===== src/hdl/cache_pkg.sv =====
`default_nettype none

package cache_pkg;

    // Core and memory bus widths
    localparam int ADDR_W = 32;
    localparam int WORD_W = 32;
    localparam int BE_W   = WORD_W / 8;

    // Byte address, physical
    typedef logic [ADDR_W-1:0] addr_t;
    // One data word on either side
    typedef logic [WORD_W-1:0] word_t;
    // Bit n enables byte n
    typedef logic [BE_W-1:0]   be_t;

    // Miss handling states
    typedef enum logic [1:0] {
        CACHE_IDLE,
        CACHE_WRITEBACK,
        CACHE_REFILL
    } cache_state_t;

endpackage

`default_nettype wire


===== src/hdl/cache_data_array.sv =====
`default_nettype none

module cache_data_array
    import cache_pkg::*;
#(
    parameter int WAYS_W   = 1,
    parameter int LANES_W  = 4,
    parameter int OFFSET_W = 2,
    localparam int WAYS    = 2 ** WAYS_W,
    localparam int DEPTH   = 2 ** (LANES_W + OFFSET_W)
) (
    input  logic                    clk,

    // Read port, same word from every way
    input  logic                    read,
    input  logic [LANES_W-1:0]      read_lane,
    input  logic [OFFSET_W-1:0]     read_offset,
    output logic [WAYS*WORD_W-1:0]  way_data,

    // Byte-masked write port into one way
    input  logic                    write,
    input  logic [WAYS_W-1:0]       write_way,
    input  logic [LANES_W-1:0]      write_lane,
    input  logic [OFFSET_W-1:0]     write_offset,
    input  word_t                   write_data,
    input  be_t                     write_be
);

    logic [LANES_W+OFFSET_W-1:0] read_addr;
    logic [LANES_W+OFFSET_W-1:0] write_addr;

    assign read_addr  = {read_lane, read_offset};
    assign write_addr = {write_lane, write_offset};

    for (genvar w = 0; w < WAYS; w++) begin : g_way
        word_t words [DEPTH];
        word_t read_word;
        logic  write_here;

        assign write_here = write && write_way == WAYS_W'(w);

        // Forward a write to the same word, store hit then next lookup
        always_comb begin
            read_word = words[read_addr];
            if (write_here && write_addr == read_addr) begin
                for (int b = 0; b < BE_W; b++) begin
                    if (write_be[b]) begin
                        read_word[8*b +: 8] = write_data[8*b +: 8];
                    end
                end
            end
        end

        always_ff @(posedge clk) begin
            if (read) begin
                way_data[w*WORD_W +: WORD_W] <= read_word;
            end
            for (int b = 0; b < BE_W; b++) begin
                if (write_here && write_be[b]) begin
                    words[write_addr][8*b +: 8] <= write_data[8*b +: 8];
                end
            end
        end
    end

endmodule

`default_nettype wire


===== config.mk =====
export PLATFORM = sky130hd
export DESIGN_NAME = cache_data_array
export DESIGN_NICKNAME = d
export VERILOG_FILES = /design/src/hdl/cache_pkg.sv /design/src/hdl/cache_data_array.sv
export SDC_FILE = /design/constraint.sdc
export NUM_CORES = 2
export LEC_CHECK = 0
export BUFFER_PORTS_ARGS = -buffer_cell sky130_fd_sc_hd__buf_2
export CAP_MARGIN = 20
export CORE_MARGIN = 3
export CORE_UTILIZATION = 50
export DETAILED_ROUTE_END_ITERATION = 10
export HOLD_SLACK_MARGIN = 0.1
export MAX_ROUTING_LAYER = met4
export PLACE_DENSITY = 0.69
export SYNTH_ARGS = -nofsm -noshare
export SYNTH_HDL_FRONTEND = slang
export SYNTH_SLANG_ARGS = --single-unit

===== constraint.sdc =====
create_clock -name clk -period 2.3 [get_ports clk]
set_input_delay 0.115 -clock clk [delete_from_list [all_inputs] [get_ports clk]]
set_output_delay 0.115 -clock clk [all_outputs]
set_load 0.01 [all_outputs]

==> flow_summary_export.csv <==
group,metric,value,unit
run_status,outcome,"finished, final reports clean",
placed_design,gp_congestion,0.938,
clock_tree,htree_levels,5,
synth,synth_enable_flop_cells,4160,
floorplan,die_h,572,um
clock_tree,cts_tree,"done",
critical_path,end_kind,"flop",
sta,drv_slew,0,
cells_and_area,final_nets,9134,
sta,min_period,2250,ps
synth,postSynthCellCount,7758,
global_route,grt_util_all_layers,29.2,%
critical_path,cp_slowest_cell,"dlygate4sd3_1",
floorplan,die-area,327000,um^2
synth,synth.avg_cell_area,20.6,um^2
worst_hold_path,hold-path-cell-count,5,
global_route,grt_pass1_vias,86100,
route,viasPerCell,6.37,
route,drtAntennaViolNets,0,
critical_path,worstRegToRegCells,4,
clock_tree,clk_pin_slew,60,ps
critical_path,worst_r2r_endpoint,"way_data[21]",
synth,synth_mux_area_share,14.1,%
synth,synth_area,160000,um^2
synth,ys_warn_count,0,
synth,synth-compound-area-share,3.04,%
synth,synth_top_area_share,78.1,%
route,wl_met1,165000,um
route,wl_per_cell,33.9,um
placed_design,preCtsSetupSlack,-536,ps
critical_path,timing.critical_path.cells,"dlygate4sd3_1, buf_2, xnor2_1, nand4_4, nor3_2, buf_12, a31oi_1, a32o_1",
critical_path,crit_fanout,17,
synth,yosys.area_share.adder,0,%
worst_hold_path,hold_start,"write_lane[0]",
cells_and_area,instances_no_fill,13700,
flow_run,maxCapViolCount,0,
route,met2_length,221000,um
global_route,antenna_found_initial,57,
sta,finalSetupViolations,0,
route,drt_iter0_drc,12000,
sta,rsz0062_at_grt,"no",
cells_and_area,drive_above_1_share,29.2,%
global_route,grt_first_pass_wirelength,653000,um
route,first_pass_iters,6,
synth,synth_cell_types,42,
synth,synthTopCellsByArea,"edfxtp_1 78%, mux4_2 11%, mux2i_1 3.3%",
critical_path,critical_path.startpoint_type,"input port",
sta,worst_pin_slew,1130,ps
synth,synthesis.nets,7810,
clock_tree,max-clock-path-buffers,4,
sta,fmax,444,MHz
synth,synthXorXnorAreaFrac,0.0328,%
route,drc,0,
floorplan,io_pins,116,
clock_tree,ctsResizeCount,0,
synth,synth_top_cell_by_area,"edfxtp_1",
critical_path,critPathKind,"input port to flop",
floorplan,fp.dieW,572,um
synth,ys_ff_latch,4160,
synth,async_flop_share,0,%
sta,holdWs,188,ps
clock_tree,root_buffer,"clkbuf_16",
route,postRouteWirelength,464000,um
cells_and_area,nFillCells,22100,
critical_path,cpPeakStageDelay,610,ps
synth,synth-simple-area-share,3.20,%
synth,synth_seq_area_share,78.1,%
cells_and_area,area_growth,18.0,%
worst_hold_path,holdCritPathClass,"input port to flop",
floorplan,start_util,50.3,%
critical_path,arrival,2940,ps
synth,ys.flop_type,"edfxtp_1",
power,p_total,157,mW
floorplan,coreArea,318000,um^2
sta,relSlewSlack,24.5,%
route,top_layer,"met4",
synth,synth_top_family_by_area,"multiplexers",
clock_tree,cts_buffers,401,
sta,period_share,97.9,%
power,p_per_area,834,nW/um^2
global_route,grt_max_degree,110,
power,leakage,61.8,nW
critical_path,r2r_slack,120,ps
critical_path,cp.required,2990,ps
global_route,overflow,0,
sta,fin_ws,48.3,ps
route,via_count,87100,
sta,skew,54.5,ps
placed_design,dp.cells,12800,
power,vdd_ir_drop_max,0.771,mV
placed_design,port_buffers,115,
placed_design,hpwl,309000,um
floorplan,num_rows,207,
critical_path,reg2reg_from,"g_way[0].words[50][21]",
worst_hold_path,min_to,"g_way[0].words[51][24]",
clock_tree,clkLatencyLatePin,970,ps
sta,hold_violations,0,
route,dr_wl_met3,51300,um
clock_tree,clkSinkCount,4160,
cell usage after synthesis, types with 6 or more instances:
library cell and n:
a22o_1 18, a311oi_1 6, and3_1 6, a211oi_1 22, a22oi_1 382, nor3_2 8, nand3_1 68, mux2_2 32
a31oi_1 48, nand2_1 215, mux2i_1 528, buf_4 75, mux4_2 752, nor4_1 64, clkbuf_1 171, buf_6 27
nor2b_1 12, nand4_1 116, buf_1 52, o22ai_1 74, nor3b_1 7, o221ai_1 6, nor2_1 639, a211o_1 6
buf_2 149, a21oi_1 6, edfxtp_1 4160, xnor2_1 6, a32o_1 58, a221oi_1 16, nor3_1 8
per-layer routing:
| metal | GRT usage, % | vias up |
|---|---|---|
| met5 | - | - |
| met4 | 15.1 | 0 |
| met3 | 6.52 | 993 |
| met2 | 44.1 | 5542 |
| met1 | 37.4 | 45600 |
| li1 | - | 35000 |
worst max path at each step:
stage / start / end / slack, ps / cells after the start
floorplan: read_lane[2] / way_data[50] / 260 / 8
global placement: read_lane[0] / way_data[45] / -510 / 10
detailed placement: read_lane[0] / way_data[45] / -540 / 10
CTS: way_data[59] / way_data[59] / 30 / 1
global route: write_lane[2] / way_data[59] / 40 / 8
finish: write_lane[2] / way_data[61] / 50 / 8
per-stage QoR:
stage / TNS, ps / util, % / cell area [um^2]
finish: 0 / 59.3 / 189000
global route: 0 / 59.3 / 189000
CTS: 0 / 59.2 / 189000
detailed placement: -26590 / 55.1 / 175000
global placement: -24370 / 55.1 / 175000
floorplan: 0 / - / 160000
cell type report:
type	count	area, um^2	share of cell area, %
sequential	4160	125000	66.2
timing repair buffer	1395	12800	6.78
antenna	88	220	0.117
tap	4180	5230	2.77
clock buffer	463	10400	5.52
clock inverter	262	2460	1.30
inverter	1	3.75	0.00199
multi-input combinational	3123	32800	17.4
where the power goes:
group / switching, mW / internal (mW)
registers: 0.318 / 83.7
clock network: 28.1 / 36.9
logic: 5.22 / 3.26
cell usage in the layout, fill, tap and decap left out, drive strengths merged, types with 18 or more instances in the layout:
master / synthesis / layout
a22o: 18 / 18
nand4: 117 / 117
clkinvlp: 0 / 22
diode: 0 / 88
buf: 303 / 1351
mux2: 32 / 32
o22ai: 74 / 74
nand3: 68 / 68
edfxtp: 4160 / 4160
a22oi: 382 / 382
a32o: 58 / 58
mux2i: 528 / 528
a211oi: 22 / 22
nor4: 64 / 64
clkinv: 0 / 187
nor2: 640 / 640
a31oi: 48 / 48
clkbuf: 171 / 463
dlygate4sd3: 0 / 44
mux4: 752 / 752
bufinv: 0 / 40
nand2: 215 / 215
what timing repair did:
action / CTS / global route
buffers inserted: 0 / 0
hold buffers: 44 / 0
endpoints found under the hold margin: 4741 / 0
setup endpoints to repair: 0 / 0
registers in the layout, indices dropped and copies added (netlist names):
| name | cells |
|---|---|
| g_way.words | 4096 |
| way_data | 64 |
cell families after synthesis:
kind of cell              after synthesis
xor gates and xnor gates                6
and+or+nand+nor                      1163
AOI/OAI and AO/OA                     642
DFF                                  4160
muxes                                1312
buffers and inverters                 475
critical path: cells and delay by family:
family	cells	cell delay, ps
buf+inv	3	1060
simple gates	2	1060
compound gates	2	430
xor+xnor	1	250
No activity file was read; power rests on OpenSTA's default activity.
