### src/hdl/cache_pkg.sv
`default_nettype none

package cache_pkg;

    // Core and memory bus widths
    localparam int ADDR_W = 32;
    localparam int WORD_W = 32;
    localparam int BE_W   = WORD_W / 8;

    // Byte address, physical
    typedef logic [ADDR_W-1:0] addr_t;
    // One data word on either side
    typedef logic [WORD_W-1:0] word_t;
    // Bit n enables byte n
    typedef logic [BE_W-1:0]   be_t;

    // Miss handling states
    typedef enum logic [1:0] {
        CACHE_IDLE,
        CACHE_WRITEBACK,
        CACHE_REFILL
    } cache_state_t;

endpackage

`default_nettype wire

### src/hdl/cache_controller.sv
`default_nettype none

module cache_controller
    import cache_pkg::*;
#(
    parameter int WAYS_W   = 1,
    parameter int LANES_W  = 4,
    parameter int OFFSET_W = 2,
    localparam int WAYS    = 2 ** WAYS_W,
    localparam int TAG_W   = ADDR_W - 2 - OFFSET_W - LANES_W
) (
    input  logic                    clk,
    input  logic                    rst_n,

    // Core side
    input  addr_t                   c_address,
    input  logic                    c_load,
    input  logic                    c_store,
    input  word_t                   c_store_data,
    input  be_t                     c_store_be,
    output logic                    c_wait,
    output logic                    c_done,
    output word_t                   c_load_data,

    // Tag array
    output logic                    lookup,
    output logic [LANES_W-1:0]      lookup_lane,
    input  logic [WAYS*TAG_W-1:0]   way_tags,
    input  logic [WAYS-1:0]         way_valid,
    input  logic [WAYS-1:0]         way_dirty,
    output logic                    fill,
    output logic [WAYS_W-1:0]       fill_way,
    output logic [LANES_W-1:0]      fill_lane,
    output logic [TAG_W-1:0]        fill_tag,
    output logic                    mark_dirty,
    output logic                    clean,

    // Data array
    output logic                    read,
    output logic [LANES_W-1:0]      read_lane,
    output logic [OFFSET_W-1:0]     read_offset,
    input  logic [WAYS*WORD_W-1:0]  way_data,
    output logic                    write,
    output logic [WAYS_W-1:0]       write_way,
    output logic [LANES_W-1:0]      write_lane,
    output logic [OFFSET_W-1:0]     write_offset,
    output word_t                   write_data,
    output be_t                     write_be,

    // Memory side with one word per transfer
    output addr_t                   m_address,
    output logic                    m_read,
    output logic                    m_write,
    output word_t                   m_writedata,
    input  logic                    m_waitrequest,
    input  word_t                   m_readdata,
    input  logic                    m_readdatavalid
);

    cache_state_t state;

    // Output stage
    logic                   os_active;
    logic                   replay;
    logic [TAG_W-1:0]       os_tag;
    logic [LANES_W-1:0]     os_lane;
    logic [OFFSET_W-1:0]    os_offset;
    logic                   os_store;
    word_t                  os_store_data;
    be_t                    os_be;

    // Miss sequencing
    logic [WAYS_W-1:0]      victim;
    logic [OFFSET_W-1:0]    word_cnt;
    logic                   rd_wait;

    logic                   accept;
    logic [WAYS-1:0]        tag_hit;
    logic                   hit_any;
    logic [WAYS_W-1:0]      hit_way;
    word_t                  hit_word;
    logic                   miss;
    logic                   last_word;
    logic [TAG_W-1:0]       victim_tag;

    assign accept    = (c_load || c_store) && !c_wait;
    assign last_word = word_cnt == {OFFSET_W{1'b1}};

    // Hit compare against every valid way
    always_comb begin
        hit_way  = '0;
        hit_word = way_data[WORD_W-1:0];
        for (int w = 0; w < WAYS; w++) begin
            tag_hit[w] = way_valid[w] && way_tags[w*TAG_W +: TAG_W] == os_tag;
            if (tag_hit[w]) begin
                hit_way  = WAYS_W'(w);
                hit_word = way_data[w*WORD_W +: WORD_W];
            end
        end
    end

    assign hit_any    = |tag_hit;
    assign miss       = os_active && !hit_any;
    assign victim_tag = way_tags[victim*TAG_W +: TAG_W];

    // Core handshake
    assign c_done      = os_active && hit_any;
    assign c_wait      = state != CACHE_IDLE || replay || miss;
    assign c_load_data = hit_word;

    // Lookup on acceptance or again after refill
    assign lookup      = accept || replay;
    assign lookup_lane = replay ? os_lane : c_address[2+OFFSET_W +: LANES_W];

    // Data read also streams the victim line during write-back
    always_comb begin
        read        = lookup;
        read_lane   = lookup_lane;
        read_offset = c_address[2 +: OFFSET_W];
        if (replay) begin
            read_offset = os_offset;
        end else if (miss) begin
            // First victim word for a possible write-back
            read        = 1'b1;
            read_lane   = os_lane;
            read_offset = '0;
        end else if (state == CACHE_WRITEBACK) begin
            read        = !m_waitrequest && !last_word;
            read_lane   = os_lane;
            read_offset = word_cnt + 1'b1;
        end
    end

    // Tag array updates share way and lane
    assign fill       = state == CACHE_REFILL && m_readdatavalid && last_word;
    assign fill_way   = state == CACHE_IDLE ? hit_way : victim;
    assign fill_lane  = os_lane;
    assign fill_tag   = os_tag;
    assign mark_dirty = c_done && os_store;
    assign clean      = state == CACHE_WRITEBACK && !m_waitrequest && last_word;

    // Data write from a store hit or from refill data
    always_comb begin
        write        = mark_dirty;
        write_way    = hit_way;
        write_lane   = os_lane;
        write_offset = os_offset;
        write_data   = os_store_data;
        write_be     = os_be;
        if (state == CACHE_REFILL) begin
            write        = m_readdatavalid;
            write_way    = victim;
            write_offset = word_cnt;
            write_data   = m_readdata;
            write_be     = '1;
        end
    end

    // Memory port
    assign m_write     = state == CACHE_WRITEBACK;
    assign m_read      = state == CACHE_REFILL && !rd_wait;
    assign m_writedata = way_data[victim*WORD_W +: WORD_W];
    assign m_address   = m_write ? {victim_tag, os_lane, word_cnt, 2'b00}
                                 : {os_tag, os_lane, word_cnt, 2'b00};

    // Access payload
    always_ff @(posedge clk) begin
        if (accept) begin
            os_tag        <= c_address[ADDR_W-1 -: TAG_W];
            os_lane       <= c_address[2+OFFSET_W +: LANES_W];
            os_offset     <= c_address[2 +: OFFSET_W];
            os_store      <= c_store;
            os_store_data <= c_store_data;
            os_be         <= c_store_be;
        end
    end

    // Miss FSM
    always_ff @(posedge clk) begin
        if (!rst_n) begin
            state     <= CACHE_IDLE;
            os_active <= 1'b0;
            replay    <= 1'b0;
            victim    <= '0;
            word_cnt  <= '0;
            rd_wait   <= 1'b0;
        end else begin
            case (state)
                CACHE_IDLE: begin
                    if (replay) begin
                        replay    <= 1'b0;
                        os_active <= 1'b1;
                    end else if (miss) begin
                        os_active <= 1'b0;
                        if (way_valid[victim] && way_dirty[victim]) begin
                            state <= CACHE_WRITEBACK;
                        end else begin
                            state <= CACHE_REFILL;
                        end
                    end else begin
                        os_active <= accept;
                    end
                end
                CACHE_WRITEBACK: begin
                    // Counter wraps to zero for the refill
                    if (!m_waitrequest) begin
                        word_cnt <= word_cnt + 1'b1;
                        if (last_word) begin
                            state <= CACHE_REFILL;
                        end
                    end
                end
                CACHE_REFILL: begin
                    if (m_read && !m_waitrequest) begin
                        rd_wait <= 1'b1;
                    end
                    if (m_readdatavalid) begin
                        rd_wait  <= 1'b0;
                        word_cnt <= word_cnt + 1'b1;
                        if (last_word) begin
                            state  <= CACHE_IDLE;
                            replay <= 1'b1;
                            victim <= victim + 1'b1;
                        end
                    end
                end
                default: begin
                    state <= CACHE_IDLE;
                end
            endcase
        end
    end

    // A line is filled in one way only
    a_one_hit : assert property (@(posedge clk) disable iff (!rst_n)
        os_active |-> $onehot0(tag_hit));

    a_mem_excl : assert property (@(posedge clk) disable iff (!rst_n)
        !(m_read && m_write));

endmodule

`default_nettype wire

### config.mk
export PLATFORM = sky130hd
export DESIGN_NAME = cache_controller
export DESIGN_NICKNAME = d
export VERILOG_FILES = /design/src/hdl/cache_pkg.sv /design/src/hdl/cache_controller.sv
export SDC_FILE = /design/constraint.sdc
export NUM_CORES = 1
export LEC_CHECK = 0
export ABC_AREA = 1
export BUFFER_PORTS_ARGS = -buffer_cell sky130_fd_sc_hd__buf_2
export CORE_AREA = 4 4 156 158
export CTS_CLUSTER_DIAMETER = 60
export CTS_CLUSTER_SIZE = 8
export DETAILED_ROUTE_END_ITERATION = 6
export DIE_AREA = 0 0 160 162
export MAX_ROUTING_LAYER = met4
export PLACE_DENSITY = 0.55
export SLEW_MARGIN = 5
export SYNTH_ARGS = -nofsm -noshare
export SYNTH_HDL_FRONTEND = slang
export SYNTH_SLANG_ARGS = --single-unit
export TNS_END_PERCENT = 100
### constraint.sdc
create_clock -name clk -period 4.7 [get_ports clk]
set_clock_uncertainty 0.15 [all_clocks]
set_input_delay 0.94 -clock clk [delete_from_list [all_inputs] [get_ports clk]]
set_output_delay 0.94 -clock clk [all_outputs]
set_load 0.01 [all_outputs]
==> metrics.md <==
| Metric | Value |
|---|---|
| Status | completed |
| Initial core utilization | 0.241 |
| Ys Warns | 0 |
| Sequential share of the synthesized area | 0.391 |
| Gate Count Post-Synth | 833 |
| CTS max path bufs | 2 |
| GRT overflow | 0 |
| Reg2reg setup slack | 1890 ps |
| All-Layer GR Usage | 0.182 |
| Post-layout minimum cycle time | 3950 ps |
| Final Total Pwr | 3820 uW |
| Reg-to-Reg Start | fill_tag[4]$_DFFE_PP_ |
| Synth unique cells | 38 |
| Syn Area/Cell | 6.68 sq um |
| Clock power share | 0.199 |
| Routed Antenna Nets | 0 |
| First-pass iteration count of the detailed router | 4 |
| Period utilization | 0.840 |
| DR iter-0 viols | 402 |
| Leak Pwr | 0.00447 uW |
| Commonest non-fill, non-tap cell in the layout | buf_2 |
| Chip height | 162 um |
| Met3 WL | 2350 um |
| First-pass GRT wire length | 35900 um |
| Pin count of the biggest net entering global routing | 92 |
| Clock latency on the worst-skew pair | 350 ps |
| Die area | 25900 sq um |
| Hold path cells | 1 |
| Vias | 6789 |
| Power per cell area | 472 nW/um^2 |
| Max_cap viols | 0 |
| Max rail drop VDD | 0.259 mV |
| Fin nets | 1436 |
| FMAX | 0.253 GHz |
| Core area | 23100 sq um |
| Int Pwr | 2130 uW |
| Setup CP Type | in -> out |
| Yosys top cell by area | edfxtp_1 |
| CTS buffer count | 9 |
| Post-CTS Setup Bufs | 0 |
| Worst min path class | reg -> reg |
| RSZ-0062 raised after global routing | false |
| CP startpoint kind | input pin |
| Number of fill cells in the layout | 2509 |
| Combinational share of power | 0.487 |
| Die Wd | 160 um |
| Syn Std Cell Area | 5560 sq um |
| # IOs | 410 |
| Ranking of synthesized cells by area | edfxtp_1 (36%), nand2_1 (19%), o21ai_0 (8.0%) |
| Setup_tns | 0 ps |
| Clock sinks | 75 |
| CP Capture Type | output port |
| M1 WL | 9610 um |
| Setup violations, final | 0 |
| Met2 wire len | 11700 um |
| Critical path fanouts, max | 21 |
| Switching part of the total power | 0.442 |
| Max Used Layer | met4 |
| Initial antenna violation count | 2 |
| Hold Path End | rd_wait$_SDFFE_PN0P_ |
| Layout area overhead | 45.7% |
| Post-route DRC violation count | 0 |
| PortBufs | 405 |
| Vias/cell | 4.50 |
| Relative slew slack | 0.331 |
| CTS HTree Levels | 3 |
| Post-cts sizing count | 0 |
| Flop and latch count out of synthesis | 75 |
| Per-cell routed wire length | 16.1 um |
| Most frequent cells in the layout | buf_2 (405), nand2_1 (283), inv_1 (106) |
| Crit Reg-Reg Endpoint | os_store_data[10]$_DFFE_PP_ |
| # rows | 56 |
| WP data arrival | 2860 ps |
| Share of the synthesized area in the top cell type | 0.362 |
| GP Congestion | 0.925 |
| Root Buffer | clkbuf_16 |
| Slew at the pin with the worst max-slew slack | 1000 ps |
| Routed WL | 24300 um |
| CP Data Required Time | 3610 ps |
| Reg clk slew, reported paths | 70 ps |
| Final HPWL DP | 19600 um |
| Min-delay src | rd_wait$_SDFFE_PN0P_ |
| CTS Hold Bufs | 0 |
| Reg power frac | 0.314 |
| Net switching power | 1690 uW |
| Final hold viol count | 0 |
| TritonCTS clock tree | built |
| Worst-case reg-to-reg path depth | 8 |
| Max-slew violation count | 0 |
| Share of cells above drive strength 1 | 0.374 |
| Vias in the first global route | 6517 |
[critical path, stage by stage]
cell     delay (ps)
buf_2           100
inv_1            40
nand2_1          40
nand2_1         120
nor4_1          290
nand2_1          80
nor2_1          160
nand2_1         440
nand2_1         240
nand4_1         150
nand2_1         110
buf_2           150
[synth_stat cells, drive strengths merged]
library cell,instances
nand2,285
inv,116
o21ai,89
nor2,79
a21oi,68
edfxtp,67
buf,24
clkbuf,20
nand3,16
nand4,13
dfxtp,8
or2,8
nor3,7
xnor2,7
o22ai,5
xor2,5
nand3b,3
and3,2
clkinv,2
nor3b,2
o211a,2
conb,1
ha,1
nor2b,1
nor4,1
o2111ai,1
[worst max path at each step]
stage | depth (start not counted) | slack, ps | start | endpoint
floorplan | 9 | 1100 | way_tags[45] | fill_lane[0]$_DFFE_PP_
global placement | 12 | 770 | way_tags[28] | write
detailed placement | 10 | 770 | way_tags[44] | write
CTS | 10 | 760 | way_tags[44] | write
global route | 12 | 510 | way_tags[28] | write
finish | 12 | 750 | way_tags[28] | write
[kinds of logic after synthesis]
logic type               share of synthesized area
other                                     0.000674
buffers and inverters                        0.124
adder cells (fa/ha/maj)                    0.00225
XOR/XNOR                                    0.0189
flip-flops                                   0.391
AO/OA/AOI/OAI                                0.154
AND/OR/NAND/NOR                              0.309
[area by class of cell]
cell class / count / area (sq um) / share of cell area
Antenna cell: 2 / 5.00 / 0.000618
Multi-Input combinational cell: 597 / 2710 / 0.334
Clock inverter: 7 / 95.1 / 0.0117
Sequential cell: 75 / 2170 / 0.268
Tap cell: 290 / 363 / 0.0448
Inverter: 118 / 443 / 0.0547
Timing Repair Buffer: 412 / 2090 / 0.258
Clock buffer: 9 / 225 / 0.0278
[state kept, by name, indices dropped and copies added (netlist names)]
name and cells:
os_store 1, fill_tag 24, victim 1, replay 1, rd_wait 1, os_be 4, os_offset 2, word_cnt 2
os_active 1, os_store_data 32, state 2, fill_lane 4
[power groups by stage]
stage                     Combinational, uW  Sequential (uW)  Clock (uW)
after global placement                 1880             1210           0
after floorplan                        1010             1230           0
after CTS                              1890             1200         780
after global routing                   2060             1240         805
after detailed placement               1880             1220           0
final                                  1860             1200         759
[routing by layer]
metal | GRT usage | up-vias
li1 | - | 3413
met1 | 0.210 | 2987
met2 | 0.312 | 354
met5 | - | -
met3 | 0.0464 | 35
met4 | 0.0594 | 0
[per-stage QoR]
step / instance area (sq um) / cells / hold slack (ps) / utilization / worst slack (ps)
2_1_floorplan: 5570 / 834 / 322 / - / 1100
3_3_place_gp: 7780 / 1492 / 341 / 0.336 / 767
3_5_place_dp: 7780 / 1492 / 348 / 0.336 / 765
4_1_cts: 8100 / 1508 / 365 / 0.350 / 759
5_1_grt: 8100 / 1510 / 394 / 0.350 / 510
6_report: 8100 / 1510 / 362 / 0.350 / 750
(Power assumes the default switching activity.)
